**config.mk**
```make
export PLATFORM = sky130hd
export DESIGN_NAME = ramLoader
export DESIGN_NICKNAME = d
export VERILOG_FILES = /design/src/cramPkg.sv /design/src/loadFilePkg.sv /design/src/wordFifoIf.sv /design/src/asciiFieldDecoder.sv /design/src/cramRecordAssembler.sv /design/src/ramLoader.sv /design/src/wordFifo.sv
export VERILOG_INCLUDE_DIRS = /design/src
export SDC_FILE = /design/constraint.sdc
export NUM_CORES = 1
export LEC_CHECK = 0
export ABC_AREA = 1
export BUFFER_PORTS_ARGS = -buffer_cell sky130_fd_sc_hd__buf_2
export CELL_PAD_IN_SITES_DETAIL_PLACEMENT = 1
export CELL_PAD_IN_SITES_GLOBAL_PLACEMENT = 1
export CORE_MARGIN = 1.5
export CORE_UTILIZATION = 42
export DETAILED_ROUTE_END_ITERATION = 10
export PLACE_DENSITY = 0.73
export SLEW_MARGIN = 0
export SYNTH_ARGS = -nofsm -noshare
export SYNTH_HDL_FRONTEND = slang
export SYNTH_HIERARCHICAL = 1
export SYNTH_SLANG_ARGS = --single-unit
export TNS_END_PERCENT = 100
```
**constraint.sdc**
```tcl
create_clock -name clk -period 3.2 [get_ports clk]
set_clock_uncertainty 0.1 [all_clocks]
set_input_delay 0.64 -clock clk [delete_from_list [all_inputs] [get_ports clk]]
set_output_delay 0.64 -clock clk [all_outputs]
set_load 0.03 [all_outputs]
```
**src/ramLoad_macros.svh**
```systemverilog
// Load file loader widths and character constants shared by all blocks
`ifndef RAMLOAD_MACROS_SVH
`define RAMLOAD_MACROS_SVH

// Character stream
`define CHAR_BITS 7
`define FIELD_BITS 6

// Load file words
`define LOAD_WORD_BITS 16

// Control RAM geometry
`define CRAM_ADR_BITS 11
`define CRAM_WORD_BITS 86
`define WORDS_PER_CRAM 6

// Word buffer between decoder and assembler
`define FIFO_DEPTH 4

// Line and field terminators
`define CH_NEWLINE 7'o012
`define CH_COMMA 7'h2c

`endif

```
**src/cramPkg.sv**
```systemverilog
// Address and word types of the KL10 control RAM
`include "ramLoad_macros.svh"

package cramPkg;

  // Control RAM location
  typedef logic [`CRAM_ADR_BITS-1:0] cramAdr_t;

  // One control RAM word
  // Numbered from the left as in the KL10 prints, bit 0 is the MSB
  // Bits 80 to 85 hold the CALL and DISP special field
  typedef logic [0:`CRAM_WORD_BITS-1] cramWord_t;

  // Bit ranges filled by the six data words of a C record
  // Slot 0 -> 64..79
  // Slot 1 -> 48..63
  // Slot 2 -> 32..47
  // Slot 3 -> 16..31
  // Slot 4 -> 0..15
  // Slot 5 -> 80..85 from the low six bits

endpackage

```
**src/loadFilePkg.sv**
```systemverilog
// Types for the character stream and 16-bit words of the microcode load file
`include "ramLoad_macros.svh"

package loadFilePkg;

  ////////////////////////////////////////////////////////////////////////////
  // Raw stream
  ////////////////////////////////////////////////////////////////////////////

  // One 7-bit character of the file
  typedef logic [`CHAR_BITS-1:0] asciiChar_t;

  // One decoded file word, most significant group first
  typedef logic [`LOAD_WORD_BITS-1:0] loadWord_t;

  ////////////////////////////////////////////////////////////////////////////
  // Buffer payload
  ////////////////////////////////////////////////////////////////////////////

  // Word plus end of line marker, 17 bits
  typedef struct packed {
    loadWord_t word;
    logic lastInLine;
  } fieldEntry_t;

endpackage

```
**src/wordFifoIf.sv**
```systemverilog
// Push and pop signals of the word buffer, generic in the entry type
interface wordFifoIf #(
  parameter type entryT = logic
);

  // Writer side
  logic push;
  entryT pushEntry;

  // Reader side
  logic pop;
  entryT popEntry;
  logic notEmpty;

  ////////////////////////////////////////////////////////////////////////////
  // Views of the producer and consumer
  ////////////////////////////////////////////////////////////////////////////

  // Producer writes one entry per push
  modport writer (output push, output pushEntry);

  // Consumer takes popEntry while notEmpty and acks with pop
  modport reader (output pop, input popEntry, input notEmpty);

  ////////////////////////////////////////////////////////////////////////////
  // Views of the buffer itself
  ////////////////////////////////////////////////////////////////////////////

  // Buffer accepts what the writer drives
  modport bufferIn (input push, input pushEntry);

  // Buffer presents the oldest entry to the reader
  modport bufferOut (input pop, output popEntry, output notEmpty);

endinterface
```
**src/asciiFieldDecoder.sv**
```systemverilog
// Character front end that de-ASCIIizes load file fields and pushes the words of C lines
`include "ramLoad_macros.svh"

module asciiFieldDecoder import loadFilePkg::*; (
  input logic clk,
  input logic rst,
  input logic charStrobe,
  input asciiChar_t charIn,
  output logic formatError,
  wordFifoIf.writer fifo
);

  // Record type characters
  localparam asciiChar_t recCram = 7'h43;
  localparam asciiChar_t recDram = 7'h44;
  localparam asciiChar_t recZero = 7'h5a;
  localparam asciiChar_t recComment = 7'h3b;

  // Where the next character falls within its line
  typedef enum logic [1:0] {
    atType,
    atSpace,
    inFields
  } linePos_t;

  linePos_t linePos;
  logic isCLine;
  loadWord_t field;
  logic [`FIELD_BITS-1:0] group;
  logic isTerminator;
  logic isNewline;
  logic knownType;
  logic push;
  fieldEntry_t pushEntry;

  // 100..175 lose their 100 bit and all others pass as they are
  // Only the low six bits count, and those are the same either way
  function automatic logic [`FIELD_BITS-1:0] deAscii(input asciiChar_t ch);
    return ch[`FIELD_BITS-1:0];
  endfunction

  always_comb group = deAscii(charIn);

  assign isNewline = charIn == `CH_NEWLINE;
  assign isTerminator = isNewline || charIn == `CH_COMMA;
  assign knownType = charIn inside {recCram, recDram, recZero, recComment};

  ////////////////////////////////////////////////////////////////////////////
  // Line tracking and field accumulation
  ////////////////////////////////////////////////////////////////////////////

  always_ff @(posedge clk) begin
    if (rst) begin
      linePos <= atType;
      isCLine <= 1'b0;
      field <= '0;
      push <= 1'b0;
      formatError <= 1'b0;
    end else begin
      push <= 1'b0;
      formatError <= 1'b0;
      if (charStrobe) begin
        case (linePos)
          atType: begin
            // Empty lines are passed over
            if (!isNewline) begin
              isCLine <= charIn == recCram;
              formatError <= !knownType;
              field <= '0;
              linePos <= atSpace;
            end
          end
          atSpace: linePos <= isNewline ? atType : inFields;
          default: begin
            if (isTerminator) begin
              // D, Z and comment lines are only walked through
              push <= isCLine;
              field <= '0;
              if (isNewline) linePos <= atType;
            end else begin
              // Shift in the next group, MS group arrives first
              field <= {field[`LOAD_WORD_BITS-`FIELD_BITS-1:0], group};
            end
          end
        endcase
      end
    end
  end

  // Entry is captured with the terminator, valid while push is high
  always_ff @(posedge clk) begin
    if (charStrobe && linePos == inFields && isTerminator) begin
      pushEntry.word <= field;
      pushEntry.lastInLine <= isNewline;
    end
  end

  assign fifo.push = push;
  assign fifo.pushEntry = pushEntry;

endmodule

```
**src/cramRecordAssembler.sv**
```systemverilog
// C record consumer that resolves addresses, checks the line sum and builds CRAM words
`include "ramLoad_macros.svh"

module cramRecordAssembler import loadFilePkg::*, cramPkg::*; (
  input logic clk,
  input logic rst,
  wordFifoIf.reader fifo,
  output logic cramWrite,
  output cramAdr_t cramAdr,
  output cramWord_t cramData,
  output logic cksumError
);

  // Field index within a line, saturates on data
  localparam logic [1:0] fieldWc = 2'd0;
  localparam logic [1:0] fieldAdr = 2'd1;
  localparam logic [1:0] fieldData = 2'd2;
  localparam logic [2:0] lastSlot = 3'(`WORDS_PER_CRAM - 1);

  fieldEntry_t entry;
  logic take;
  logic isData;
  loadWord_t sumNext;
  logic [1:0] fieldIdx;
  logic [2:0] slot;
  loadWord_t wc;
  loadWord_t sum;
  cramAdr_t adr;
  logic endMarker;

  // Drain every cycle, nothing ever holds the buffer back
  assign take = fifo.notEmpty;
  assign fifo.pop = take;
  assign entry = fifo.popEntry;

  // Checksum is the last field, so the full sum lands on zero
  assign sumNext = sum + entry.word;
  assign isData = take && !entry.lastInLine && fieldIdx == fieldData;

  ////////////////////////////////////////////////////////////////////////////
  // Field sequencing, address and checksum
  ////////////////////////////////////////////////////////////////////////////

  always_ff @(posedge clk) begin
    if (rst) begin
      fieldIdx <= fieldWc;
      slot <= '0;
      sum <= '0;
      adr <= '0;
      endMarker <= 1'b0;
      cramWrite <= 1'b0;
      cksumError <= 1'b0;
    end else begin
      cramWrite <= 1'b0;
      cksumError <= 1'b0;
      if (take) begin
        if (entry.lastInLine) begin
          cksumError <= sumNext != '0;
          sum <= '0;
          fieldIdx <= fieldWc;
          slot <= '0;
          // adr already points past the last word written
          if (endMarker) adr <= '0;
          endMarker <= 1'b0;
        end else begin
          sum <= sumNext;
          case (fieldIdx)
            fieldWc: fieldIdx <= fieldAdr;
            fieldAdr: begin
              fieldIdx <= fieldData;
              endMarker <= wc == '0 && entry.word == '0;
              // Zero ADR continues at the remembered address
              if (entry.word != '0) adr <= entry.word[`CRAM_ADR_BITS-1:0];
            end
            default: begin
              if (slot == lastSlot) begin
                slot <= '0;
                cramWrite <= 1'b1;
                adr <= adr + 1'b1;
              end else begin
                slot <= slot + 1'b1;
              end
            end
          endcase
        end
      end
    end
  end

  ////////////////////////////////////////////////////////////////////////////
  // Word count and CRAM word assembly
  ////////////////////////////////////////////////////////////////////////////

  always_ff @(posedge clk) begin
    if (take && !entry.lastInLine && fieldIdx == fieldWc) wc <= entry.word;
    if (isData) begin
      case (slot)
        3'd0: cramData[64:79] <= entry.word;
        3'd1: cramData[48:63] <= entry.word;
        3'd2: cramData[32:47] <= entry.word;
        3'd3: cramData[16:31] <= entry.word;
        3'd4: cramData[0:15] <= entry.word;
        // CALL and DISP special field
        default: cramData[80:85] <= entry.word[`FIELD_BITS-1:0];
      endcase
      // Address goes out together with the completed word
      if (slot == lastSlot) cramAdr <= adr;
    end
  end

endmodule

```
**src/ramLoader.sv**
```systemverilog
// KL10 microcode load file loader top, characters in and CRAM write strobes out
module ramLoader import loadFilePkg::*, cramPkg::*; (
  input logic clk,
  input logic rst,
  input logic charStrobe,
  input asciiChar_t charIn,
  output logic cramWrite,
  output cramAdr_t cramAdr,
  output cramWord_t cramData,
  output logic cksumError,
  output logic formatError
);

  // Decoder to buffer
  wordFifoIf #(.entryT(fieldEntry_t)) prodIf ();

  // Buffer to assembler
  wordFifoIf #(.entryT(fieldEntry_t)) consIf ();

  // Characters to 16-bit words, one push per terminator
  asciiFieldDecoder decoder (
    .clk (clk),
    .rst (rst),
    .charStrobe (charStrobe),
    .charIn (charIn),
    .formatError (formatError),
    .fifo (prodIf.writer)
  );

  // Decouples the two sides by one cycle
  wordFifo #(.entryT(fieldEntry_t)) wordBuffer (
    .clk (clk),
    .rst (rst),
    .wr (prodIf.bufferIn),
    .rd (consIf.bufferOut)
  );

  // Words to CRAM writes and checksum result
  cramRecordAssembler assembler (
    .clk (clk),
    .rst (rst),
    .fifo (consIf.reader),
    .cramWrite (cramWrite),
    .cramAdr (cramAdr),
    .cramData (cramData),
    .cksumError (cksumError)
  );

endmodule

```
**src/wordFifo.sv**
```systemverilog
// Small circular buffer carrying any payload from decoder to assembler
`include "ramLoad_macros.svh"

module wordFifo #(
  parameter type entryT = logic,
  parameter int depth = `FIFO_DEPTH
) (
  input logic clk,
  input logic rst,
  wordFifoIf.bufferIn wr,
  wordFifoIf.bufferOut rd
);

  localparam int ptrBits = (depth > 1) ? $clog2(depth) : 1;
  localparam int countBits = $clog2(depth + 1);

  entryT mem [depth];
  logic [ptrBits-1:0] wrPtr;
  logic [ptrBits-1:0] rdPtr;
  logic [countBits-1:0] count;
  logic doPop;

  // Wraps at depth so any depth works
  function automatic logic [ptrBits-1:0] nextPtr(input logic [ptrBits-1:0] p);
    return (p == ptrBits'(depth - 1)) ? '0 : p + 1'b1;
  endfunction

  // A pop on an empty buffer is ignored
  assign doPop = rd.pop && (count != '0);

  ////////////////////////////////////////////////////////////////////////////
  // Pointers and occupancy
  ////////////////////////////////////////////////////////////////////////////

  always_ff @(posedge clk) begin
    if (rst) begin
      wrPtr <= '0;
      rdPtr <= '0;
      count <= '0;
    end else begin
      if (wr.push) wrPtr <= nextPtr(wrPtr);
      if (doPop) rdPtr <= nextPtr(rdPtr);
      case ({wr.push, doPop})
        2'b10: count <= count + 1'b1;
        2'b01: count <= count - 1'b1;
        default: count <= count;
      endcase
    end
  end

  // Storage
  always_ff @(posedge clk) begin
    if (wr.push) mem[wrPtr] <= wr.pushEntry;
  end

  // Oldest entry always on view, so notEmpty trails a push by one cycle
  assign rd.popEntry = mem[rdPtr];
  assign rd.notEmpty = count != '0;

endmodule

```
==> reports/qor.yml, run 1 <==
timing:
  period_share: 0.9196
  rsz0062_at_grt: "no"
  min_period_ns: 2.943
  relSlewSlack: 0.3640
  tightest_slew_ns: 0.9504
  holdWs_ns: 0.3387
  slew_viol_final: 0
  setup_viol: 0
  fin_tns_setup_ns: 0
  hold_viol: 0
  clock.fmax_ghz: 0.3398
layout:
  n_fill_cell: 2850
  diodes: 0
  syn2layout_area_growth_pct: 16.55
  instances_no_fill: 1526
  drive_gt1_frac: 0.2074
  final_nets: 1207
worst_hold_path:
  hold_path.class: "input port to register"
synth:
  syn_area_sq_um: 11020
  avgSynthCellArea_sq_um: 10.76
  synth_edf_count: 198
  synthArstFlopShare: 0
  ys_ff_latch: 263
  yosys_warnings: 6
  synth_top_area_cell: "edfxtp_1"
  ys.flop_type: "edfxtp_1"
  syn_inst: 1024
  netlist.area_leader.share: 0.5394
  synth_cell_types: 45
  syn-num-nets: 1059
  ys_seq_area_frac: 0.6574
  synthTopCellsByArea: "edfxtp_1, dfxtp_1, nand2_1"
route:
  drtIter0Drc: 407
  ant_nets: 0
  drtPass1Iterations: 6
  routed_wl_um: 26770
  num_vias: 7662
  wl_per_cell_um: 17.54
  viasPerCell: 5.021
  drcViolationCount: 0
clock_network:
  htreeDepth: 1
  path_clk_slew_ns: 0.06
  ctsLongestPathBuffers: 3
  cts_resized: 0
  clk_root_buffer_cell: "clkbuf_16"
  clk_latency_ns: 0.54
  cts_setup_buffers: 0
  ctsHoldBuffers: 0
  cts_tree: "built"
  cts.sinks: 263
  cts_buffers: 27
place:
  dp_cells: 1478
  dp_hpwl_um: 19660
  io_buffers: 109
  place_congestion: 0.8525
critical_path:
  critPathRequiredTime_ns: 3.53
  worst_setup_path_start_kind: "register"
  path_class: "register to register"
  worstPathMaxFanout: 11
  cp.arrival_ns: 3.27
  critPathCaptureType: "register"
floorplan:
  coreArea_sq_um: 25910
  dieArea_sq_um: 27230
  rows: 59
  die_h_um: 165.0
  start_util: 0.4254
  ioPinCount: 110
  dieWidth_um: 165.0
status:
  status: "complete, no violations"
flow_run:
  cap_viol_max_count: 0
global_route:
  grt_start_max_net_pins: 35
  grt_usage: 0.2030
  first_global_vias: 7849
  antenna_found_initial: 0
  grt_remaining_overflow: 0
  grt_pass1_wl_um: 42500
pwr:
  power_density_nw_per_um2: 517.9
  p_leak_uw: 0.005121
  finalPower_uw: 6654
  peakVddDrop_uv: 371.6
[critical path: stages, from the launching register on]
cell and delay (ns):
dfxtp_1 0.39, inv_2 0.27, buf_4 0.22, o21ai_0 0.11, o22ai_1 0.45, ha_1 0.30
inv_1 0.07, nor3_1 0.28, and2_1 0.17, nand2_1 0.06, nand2_1 0.07, nand2_1 0.06
nand2_1 0.07, nand2_1 0.05, nor2_1 0.09, a21oi_1 0.07
[synthesized netlist by cell type (9+ instances only)]
library cell	number
nor2_1	128
edfxtp_1	198
o22ai_1	17
dfxtp_1	65
inv_1	99
nand3_1	48
o21ai_1	14
nand2_2	20
a21oi_1	53
nand2_1	216
o21ai_2	11
nand4_1	10
buf_6	10
o21ai_0	25
nor3_1	9
ha_1	23
nor2_2	9
inv_2	10
[per-layer routing]
| metal | GRT usage | vias to the layer above | part of all wire |
|---|---|---|---|
| met3 | 0.02511 | 44 | 0.041 |
| met4 | 0.07125 | 0 | 0.031 |
| met1 | 0.2507 | 3687 | 0.42 |
| li1 | - | 3751 | - |
| met5 | 0 | - | 0 |
| met2 | 0.3642 | 180 | 0.51 |
[cells by family (layout without fill, tap and decap cells)]
kind of cell | after synthesis | in the layout | synth area share
fa+ha+maj | 25 | 25 | 0.02974
buf+inv | 135 | 302 | 0.05607
simple gates | 467 | 467 | 0.1847
flops | 263 | 263 | 0.6574
compound gates | 129 | 129 | 0.06811
xor+xnor | 5 | 5 | 0.003973
[cells in the final DEF, fill, tap and decap left out, types with 4 or more instances in the layout]
cell	n
a21oi_1	53
and2_1	4
buf_2	109
buf_4	33
clkbuf_1	7
clkbuf_16	27
clkinv_1	7
clkinv_2	4
dfxtp_1	65
edfxtp_1	198
ha_1	23
inv_1	99
inv_2	10
nand2_1	216
nand2_2	20
nand2_4	6
nand3_1	48
nand4_1	10
nor2_1	128
nor2_2	9
nor3_1	6
nor3_2	5
nor4_1	5
o21ai_0	25
o21ai_1	14
o21ai_2	11
o22ai_1	17
[sequential cells by signal, indices dropped and copies added (netlist names), named ones only]
register / count
decoder/formatError: 1
assembler/cramAdr: 11
assembler/cksumError: 1
decoder/field: 16
decoder/fifo.push: 1
assembler/cramWrite: 1
assembler/fieldIdx: 2
assembler/adr: 11
decoder/isCLine: 1
assembler/endMarker: 1
wordBuffer/count: 3
assembler/sum: 16
decoder/fifo.pushEntry: 17
assembler/slot: 3
assembler/cramData: 86
wordBuffer/rdPtr: 2
wordBuffer/wrPtr: 2
decoder/linePos: 2
assembler/wc: 16
wordBuffer/mem: 68
[worst paths after layout]
kind	cells past startpoint	startpoint	slack [ns]	end
worst max-delay path	15	register	0.26	assembler/cksumError
worst min-delay path	3	charStrobe	0.34	decoder/linePos[1]
worst max register to register	15	register	0.26	assembler/cksumError
worst min register to register	0	decoder/field[11]	0.34	decoder/fifo.pushEntry[12]
[through the flow]
stage,setup slack [ns],cell area (sq um),utilization
4_1_cts,0.2489,12850,0.4958
2_1_floorplan,0.2027,11020,-
5_1_grt,0.04427,12850,0.4958
3_5_place_dp,0.2483,12060,0.4654
6_report,0.2572,12850,0.4958
3_3_place_gp,0.2916,12060,0.4654
[report_power, final]
| group | switching, uW | leakage (uW) | total (uW) | internal, uW |
|---|---|---|---|---|
| Clock | 1280 | 0.000385 | 2840 | 1560 |
| Sequential | 15.7 | 0.00233 | 3660 | 3650 |
| Combinational | 105 | 0.00241 | 154 | 49.2 |
[area by class of cell]
cell class / instances / area (sq um) / area share
Timing Repair Buffer: 142 / 793.3 / 0.06175
Sequential cell: 263 / 7247 / 0.5641
Multi-Input combinational cell: 626 / 3173 / 0.2470
Clock inverter: 14 / 87.58 / 0.006817
Clock buffer: 34 / 701.9 / 0.05464
Inverter: 112 / 425.4 / 0.03311
Tap cell: 335 / 419.2 / 0.03263
(Power assumes the default switching activity.)
==> run 2, diff against run 1 <==
--- a/config.mk
+++ b/config.mk
@@ -6,12 +6,11 @@
 export SDC_FILE = /design/constraint.sdc
 export NUM_CORES = 1
 export LEC_CHECK = 0
-export ABC_AREA = 1
 export BUFFER_PORTS_ARGS = -buffer_cell sky130_fd_sc_hd__buf_2
 export CELL_PAD_IN_SITES_DETAIL_PLACEMENT = 1
 export CELL_PAD_IN_SITES_GLOBAL_PLACEMENT = 1
 export CORE_MARGIN = 1.5
-export CORE_UTILIZATION = 42
+export CORE_UTILIZATION = 44
 export DETAILED_ROUTE_END_ITERATION = 10
 export PLACE_DENSITY = 0.73
 export SLEW_MARGIN = 0
==> reports/qor.yml, run 2 <==
timing:
  rsz0062_at_grt: "yes"  # was no
  clock.fmax_ghz: 0.2625  # was 0.3398 GHz
  hold_viol: 0  # unchanged
  min_period_ns: 3.810  # was 2.943 ns
  period_share: 1.191  # was 0.9196
  setup_viol: 5  # was 0
  tightest_slew_ns: 0.9257  # was 0.9504 ns
  setup_slack_ns: -0.6100  # was 0.2572 ns
  fin_tns_setup_ns: -1.107  # was 0 ns
  holdWs_ns: 0.2871  # was 0.3387 ns
  slew_viol_final: 0  # unchanged
  relSlewSlack: 0.3829  # was 0.3640
clock_network:
  path_clk_slew_ns: 0.06  # about the same
  clk_root_buffer_cell: "clkbuf_16"  # unchanged
  htreeDepth: 1  # unchanged
  cts_tree: "built"  # unchanged
  ctsHoldBuffers: 0  # unchanged
  cts_buffers: 27  # unchanged
  cts.sinks: 263  # unchanged
  ctsLongestPathBuffers: 3  # unchanged
  clk_latency_ns: 0.53  # was 0.54 ns
synth:
  yosysMostFrequentCell: "edfxtp_1"  # was nand2_1
  synth_compound_area_frac: 0.08530  # was 0.06810
  synthMuxAreaShare: 0.04394  # was 0
  syn-num-nets: 720  # was 1059
  netlist.area_leader.share: 0.5816  # was 0.5394
  synth-xor-area-share: 0.01371  # was 0.003973
  synth_adder_area_share: 0.03206  # was 0.02974
  ys_seq_area_frac: 0.7088  # was 0.6574
  synth_top_family_by_area: "simple AND/OR/NAND/NOR gates"  # unchanged
  ys.flop_type: "edfxtp_1"  # unchanged
  synth_edf_count: 198  # unchanged
  syn_inst: 685  # was 1024
  synth_cell_types: 61  # was 45
  ys_ff_latch: 263  # unchanged
  syn_area_sq_um: 10220  # was 11020 sq um
  synth_top_area_cell: "edfxtp_1"  # unchanged
  avgSynthCellArea_sq_um: 14.92  # was 10.76 sq um
  yosys_warnings: 6  # unchanged
  synth-simple-area-share: 0.09497  # was 0.1847
  synthArstFlopShare: 0  # unchanged
  synthTopCellsByArea: "edfxtp_1, dfxtp_1, ha_1"  # was edfxtp_1, dfxtp_1, nand2_1
  ys_top_cells_by_count: "edfxtp_1, dfxtp_1, nor2_1"  # was nand2_1, edfxtp_1, nor2_1
route:
  drtPass1Iterations: 4  # was 6
  viasPerCell: 5.559  # was 5.021
  drcViolationCount: 0  # unchanged
  ant_nets: 0  # unchanged
  num_vias: 6632  # was 7662
  wl_per_cell_um: 21.52  # was 17.54 um
  drtIter0Drc: 313  # was 407
  routed_wl_um: 25680  # was 26770 um
critical_path:
  slowest_stage: "mux4_2"  # was o22ai_1
  worstPathMaxFanout: 4  # was 11
  cp.arrival_ns: 4.12  # was 3.27 ns
  critPathCaptureType: "register"  # unchanged
  path_cells: "mux4_2 > ha_4 > fa_2 > a21o_1 > a21oi_2 > xnor2_1 > or4_1 > or4_4 > or4b_4 > nor4_4 > a211oi_1"  # was inv_2 > buf_4 > o21ai_0 > o22ai_1 > ha_1 > inv_1 > nor3_1 > and2_1 > nand2_1 > nand2_1 > nand2_1 > nand2_1 > nand2_1 > nor2_1 > a21oi_1
  path_class: "register to register"  # unchanged
  rrSetupSlack_ns: -0.61  # was 0.26 ns
  max_stage_delay_ns: 0.55  # was 0.45 ns
  r2r_cells: 11  # was 15
  r2r_end: "assembler/cksumError"  # unchanged
  worst_setup_path_start_kind: "register"  # unchanged
  critPathRequiredTime_ns: 3.51  # was 3.53 ns
floorplan:
  rows: 55  # was 59
  start_util: 0.4502  # was 0.4254
  coreArea_sq_um: 22710  # was 25910 sq um
  ioPinCount: 110  # unchanged
  dieWidth_um: 155.4  # was 165.0 um
  die_h_um: 155.4  # was 165.0 um
  dieArea_sq_um: 24160  # was 27230 sq um
pwr:
  peakVddDrop_uv: 316.8  # was 371.6 uV
  finalPower_uw: 6937  # was 6654 uW
  p_comb_frac: 0.009  # was 0.023
  p_int_uw: 5650  # was 5257 uW
  switchingPower_uw: 1288  # was 1397 uW
  power_frac_clock: 0.468  # was 0.426
  swShare: 0.1856  # was 0.2099
  p_seq_frac: 0.523  # was 0.551
  power_density_nw_per_um2: 537.5  # was 517.9 nW/um^2
  p_leak_uw: 0.004654  # was 0.005121 uW
status:
  status: "complete, but fails checks"  # was complete, no violations
  violations: "setup timing"
place:
  place_congestion: 0.8355  # was 0.8525
  io_buffers: 109  # unchanged
  dp_cells: 1124  # was 1478
  dp_hpwl_um: 17130  # was 19660 um
  pre_cts_ws_ns: -0.6990  # was 0.2483 ns
layout:
  n_fill_cell: 2186  # was 2850
  final_common_cell: "edfxtp_1"  # was nand2_1
  instances_no_fill: 1193  # was 1526
  top_regs: "assembler/cramData x86, wordBuffer/mem x68, decoder/fifo.pushEntry x17"  # unchanged
  final_cell_mix: "edfxtp_1, buf_2, buf_4"  # was nand2_1, edfxtp_1, nor2_1
  final_nets: 922  # was 1207
  drive_gt1_frac: 0.3326  # was 0.2074
  largest_register_ffs: 86  # unchanged
  syn2layout_area_growth_pct: 26.24  # was 16.55%
  diodes: 0  # unchanged
  top_register: "assembler/cramData"  # unchanged
global_route:
  grt_usage: 0.2040  # was 0.2030
  first_global_vias: 6946  # was 7849
  grt_start_max_net_pins: 45  # was 35
  grt_remaining_overflow: 0  # unchanged
  antenna_found_initial: 0  # unchanged
  grt_pass1_wl_um: 38100  # was 42500 um
flow_run:
  cap_viol_max_count: 0  # unchanged
worst_hold_path:
  holdCritStartpoint: "charIn[4]"  # was charStrobe
  hold_end: "decoder/field[4]"  # was decoder/linePos[1]
  min_path_cells: 3  # unchanged
  hold_path.class: "input port to register"  # unchanged
run 2: worst max path at each step:
stage	cells after the start	to
after floorplan	13	assembler/cksumError
after global placement	11	assembler/cksumError
after detailed placement	12	assembler/cksumError
after CTS	11	assembler/cksumError
after global routing	11	assembler/cksumError
final	11	assembler/cksumError
run 2: power groups by stage:
stage                     logic (uW)  clock network [uW]  registers [uW]
after global routing            71.8                3410            3630
final                           65.8                3240            3630
after floorplan                 43.8                   0            3700
after detailed placement        65.7                   0            3700
after CTS                       65.8                3290            3630
after global placement          62.4                   0            3700
run 2: area by class of cell:
type                            count  area [sq um]  area share
Timing Repair Buffer              199          1281     0.09927
Clock inverter                     12         186.4     0.01445
Inverter                           18         67.56    0.005235
Tap cell                          285         356.6     0.02763
Clock buffer                       38         737.0     0.05710
Multi-Input combinational cell    378          3027      0.2345
Sequential cell                   263          7251      0.5618
run 2: timing repair:
| action | CTS | global route |
|---|---|---|
| pin swaps | 5 | 22 |
| buffers inserted | 2 | 16 |
| setup endpoints to repair | 18 | 18 |
| cloned | 1 | 0 |
| resized for setup | 18 | 60 |
| hold endpoints to repair | 0 | 0 |
run 2: metrics by stage:
step           utilization  area (sq um)
2_1_floorplan            -         10250
3_3_place_gp        0.5084         11540
3_5_place_dp        0.5084         11540
4_1_cts             0.5529         12560
5_1_grt             0.5683         12910
6_report            0.5683         12910
run 2: kinds of logic (layout without fill, tap and decap cells):
family	after synthesis	in the layout
compound gates	131	131
flops	263	263
fa+ha+maj	25	25
mux	21	21
simple gates	185	185
xor+xnor	16	16
buf+inv	44	267
run 2: critical path: cells and delay by family, from the launching register on:
family          cells  cell delay (ns)
mux                 1             0.55
simple gates        4             1.55
xor+xnor            1             0.11
fa+ha+maj           2             0.55
compound gates      3             0.43
flops               1             0.38
run 2: metal layers:
metal / share of wire / global-route usage / wire length [um]
met5: 0 / 0 / 0
met4: 0.034 / 0.07710 / 864
met3: 0.051 / 0.03203 / 1312
met2: 0.52 / 0.3816 / 13340
met1: 0.40 / 0.2340 / 10160
==> run 3, diff against run 2 <==
--- a/config.mk
+++ b/config.mk
@@ -10,9 +10,10 @@
 export CELL_PAD_IN_SITES_DETAIL_PLACEMENT = 1
 export CELL_PAD_IN_SITES_GLOBAL_PLACEMENT = 1
 export CORE_MARGIN = 1.5
-export CORE_UTILIZATION = 44
+export CORE_UTILIZATION = 34
 export DETAILED_ROUTE_END_ITERATION = 10
-export PLACE_DENSITY = 0.73
+export PLACE_DENSITY = 0.59
+export REMOVE_ABC_BUFFERS = 1
 export SLEW_MARGIN = 0
 export SYNTH_ARGS = -nofsm -noshare
 export SYNTH_HDL_FRONTEND = slang
==> reports/qor.yml, run 3 (synthesis gave the netlist of run 2 again) <==
global_route:
  antenna_found_initial: 0  # unchanged
  grt_start_max_net_pins: 43  # was 45
  grt_util_met2: 0.2943  # was 0.3816
  grt_remaining_overflow: 0  # unchanged
  use_met3: 0.02562  # was 0.03203
  grt_pass1_wl_um: 37900  # was 38100 um
  first_global_vias: 6763  # was 6946
  grt_busiest_layer: "met2"  # unchanged
  grt_usage: 0.1570  # was 0.2040
  met1_usage: 0.1869  # was 0.2340
place:
  place_congestion: 0.8696  # was 0.8355
  dp_hpwl_um: 17150  # was 17130 um
  io_buffers: 109  # unchanged
layout:
  syn2layout_area_growth_pct: 25.33  # was 26.24%
  final_cell_mix: "edfxtp_1, buf_2, buf_4"  # unchanged
  diodes: 0  # unchanged
  final_common_cell: "edfxtp_1"  # unchanged
  final_nets: 907  # was 922
  largest_register_ffs: 86  # unchanged
  top_regs: "assembler/cramData x86, wordBuffer/mem x68, decoder/fifo.pushEntry x17"  # unchanged
  drive_gt1_frac: 0.3262  # was 0.3326
  top_register: "assembler/cramData"  # unchanged
route:
  viasPerCell: 4.921  # was 5.559
  drtIter0Drc: 261  # was 313
  wl_per_cell_um: 19.10  # was 21.52 um
  ant_nets: 0  # unchanged
  routed_wl_um: 24490  # was 25680 um
  drtPass1Iterations: 4  # unchanged
  num_vias: 6309  # was 6632
  drcViolationCount: 0  # unchanged
pwr:
  peakVddDrop_uv: 345.8  # was 316.8 uV
  finalPower_uw: 6690  # was 6937 uW
  p_leak_uw: 0.004522  # was 0.004654 uW
  power_density_nw_per_um2: 522.1  # was 537.5 nW/um^2
critical_path:
  critPathRequiredTime_ns: 3.49  # was 3.51 ns
  slowest_stage: "mux4_2"  # unchanged
  worst_setup_path_start_kind: "register"  # unchanged
  path_class: "register to register"  # unchanged
  path_cells: "buf_4 > mux4_2 > fa_2 > a21o_1 > a21oi_2 > xnor2_1 > or4_1 > or4_1 > or4b_1 > nor4_2 > a211oi_1"  # was mux4_2 > ha_4 > fa_2 > a21o_1 > a21oi_2 > xnor2_1 > or4_1 > or4_4 > or4b_4 > nor4_4 > a211oi_1
  cp.arrival_ns: 4.02  # was 4.12 ns
  critPathCaptureType: "register"  # unchanged
  critical_path.most_common_cell: "or4_1"
  max_stage_delay_ns: 0.54  # was 0.55 ns
  worstPathMaxFanout: 3  # was 4
clock_network:
  clk_root_buffer_cell: "clkbuf_16"  # unchanged
  cts.sinks: 263  # unchanged
  path_clk_slew_ns: 0.06  # about the same
  ctsHoldBuffers: 0  # unchanged
  cts_tree: "built"  # unchanged
  clk_latency_ns: 0.53  # about the same
  cts_buffers: 26  # was 27
  ctsLongestPathBuffers: 3  # unchanged
  htreeDepth: 1  # unchanged
timing:
  period_share: 1.164  # was 1.191
  clock.fmax_ghz: 0.2685  # was 0.2625 GHz
  setup_slack_ns: -0.5249  # was -0.6100 ns
  hold_viol: 0  # unchanged
  slew_viol_final: 0  # unchanged
  setup_viol: 4  # was 5
  fin_tns_setup_ns: -0.6335  # was -1.107 ns
  relSlewSlack: 0.3826  # was 0.3829
  rsz0062_at_grt: "yes"  # unchanged
  tightest_slew_ns: 0.9261  # was 0.9257 ns
  min_period_ns: 3.725  # was 3.810 ns
floorplan:
  coreArea_sq_um: 29640  # was 22710 sq um
  die_h_um: 176.4  # was 155.4 um
  rows: 63  # was 55
  dieWidth_um: 176.4  # was 155.4 um
  start_util: 0.3449  # was 0.4502
  dieArea_sq_um: 31120  # was 24160 sq um
  ioPinCount: 110  # unchanged
status:
  violations: "setup timing"  # unchanged
  status: "complete, but fails checks"  # unchanged
worst_hold_path:
  holdCritStartpoint: "charIn[4]"  # unchanged
  hold_path.class: "input port to register"  # unchanged
flow_run:
  cap_viol_max_count: 0  # unchanged
-- run 3: cell types whose count changed in the layout (fill, tap and decap cells not counted), sizes merged --
cell / before / now
clkbuf: 38 / 30
clkinv: 6 / 13
buf: 199 / 185
bufinv: 5 / 2
clkinvlp: 1 / 3
-- run 3: worst paths after layout --
kind	slack, ns	depth (start not counted)	endpoint
setup / recovery	-0.52	11	assembler/cksumError
hold / removal	0.28	3	decoder/field[4]
setup reg to reg	-0.52	11	assembler/cksumError
hold reg to reg	0.33	0	decoder/fifo.pushEntry[15]
-- run 3: where the power goes --
group	switching [uW]	leakage [uW]	total [uW]	internal (uW)
Sequential	4.41	0.00232	3630	3620
Combinational	43.0	0.00179	65.4	22.5
Clock	1290	0.000416	3000	1710
Total	1330	0.00452	6690	5360
-- run 3: per-layer routing --
metal | wire, um | vias up | share of wire
met5 | 0 | - | 0
met4 | 422 | 0 | 0.017
met3 | 1131 | 34 | 0.046
met2 | 12510 | 155 | 0.51
met1 | 10430 | 3129 | 0.43
li1 | - | 2991 | -
-- run 3: repair_timing --
action	in CTS	in global routing
pin swaps	15	20
setup buffers	8	3
gates resized for setup	36	24
setup endpoints to repair	17	19
-- run 3: metrics by stage --
step           std cells  instance area, sq um  utilization  worst slack (ns)  hold slack, ns
2_1_floorplan        659                 10070            -            -1.116          0.3082
3_3_place_gp        1224                 11650       0.3930           -0.6126          0.3183
3_5_place_dp        1224                 11650       0.3930           -0.6720          0.3202
4_1_cts             1279                 12700       0.4284           -0.5281          0.2510
5_1_grt             1282                 12810       0.4323           -0.6263          0.2860
6_report            1282                 12810       0.4323           -0.5249          0.2819
-- run 3: worst max-delay path, delay by kind of cell, from the launching register on --
| family | cells | cell delay (ns) |
|---|---|---|
| and+or+nand+nor | 4 | 1.51 |
| xor gates and xnor gates | 1 | 0.10 |
| buffers and inverters | 1 | 0.13 |
| DFF | 1 | 0.34 |
| adders and majority gates | 1 | 0.44 |
| AOI/OAI and AO/OA | 3 | 0.42 |
| muxes | 1 | 0.54 |
-- run 3: area by class of cell --
cell class                 count  area [sq um]
clock inverter                18         167.7
multi-input combinational    378          2975
timing repair buffer         185          1181
sequential                   263          7248
tap                          390         488.0
clock buffer                  30         685.7
inverter                      18         67.56
fill                        3031         16820
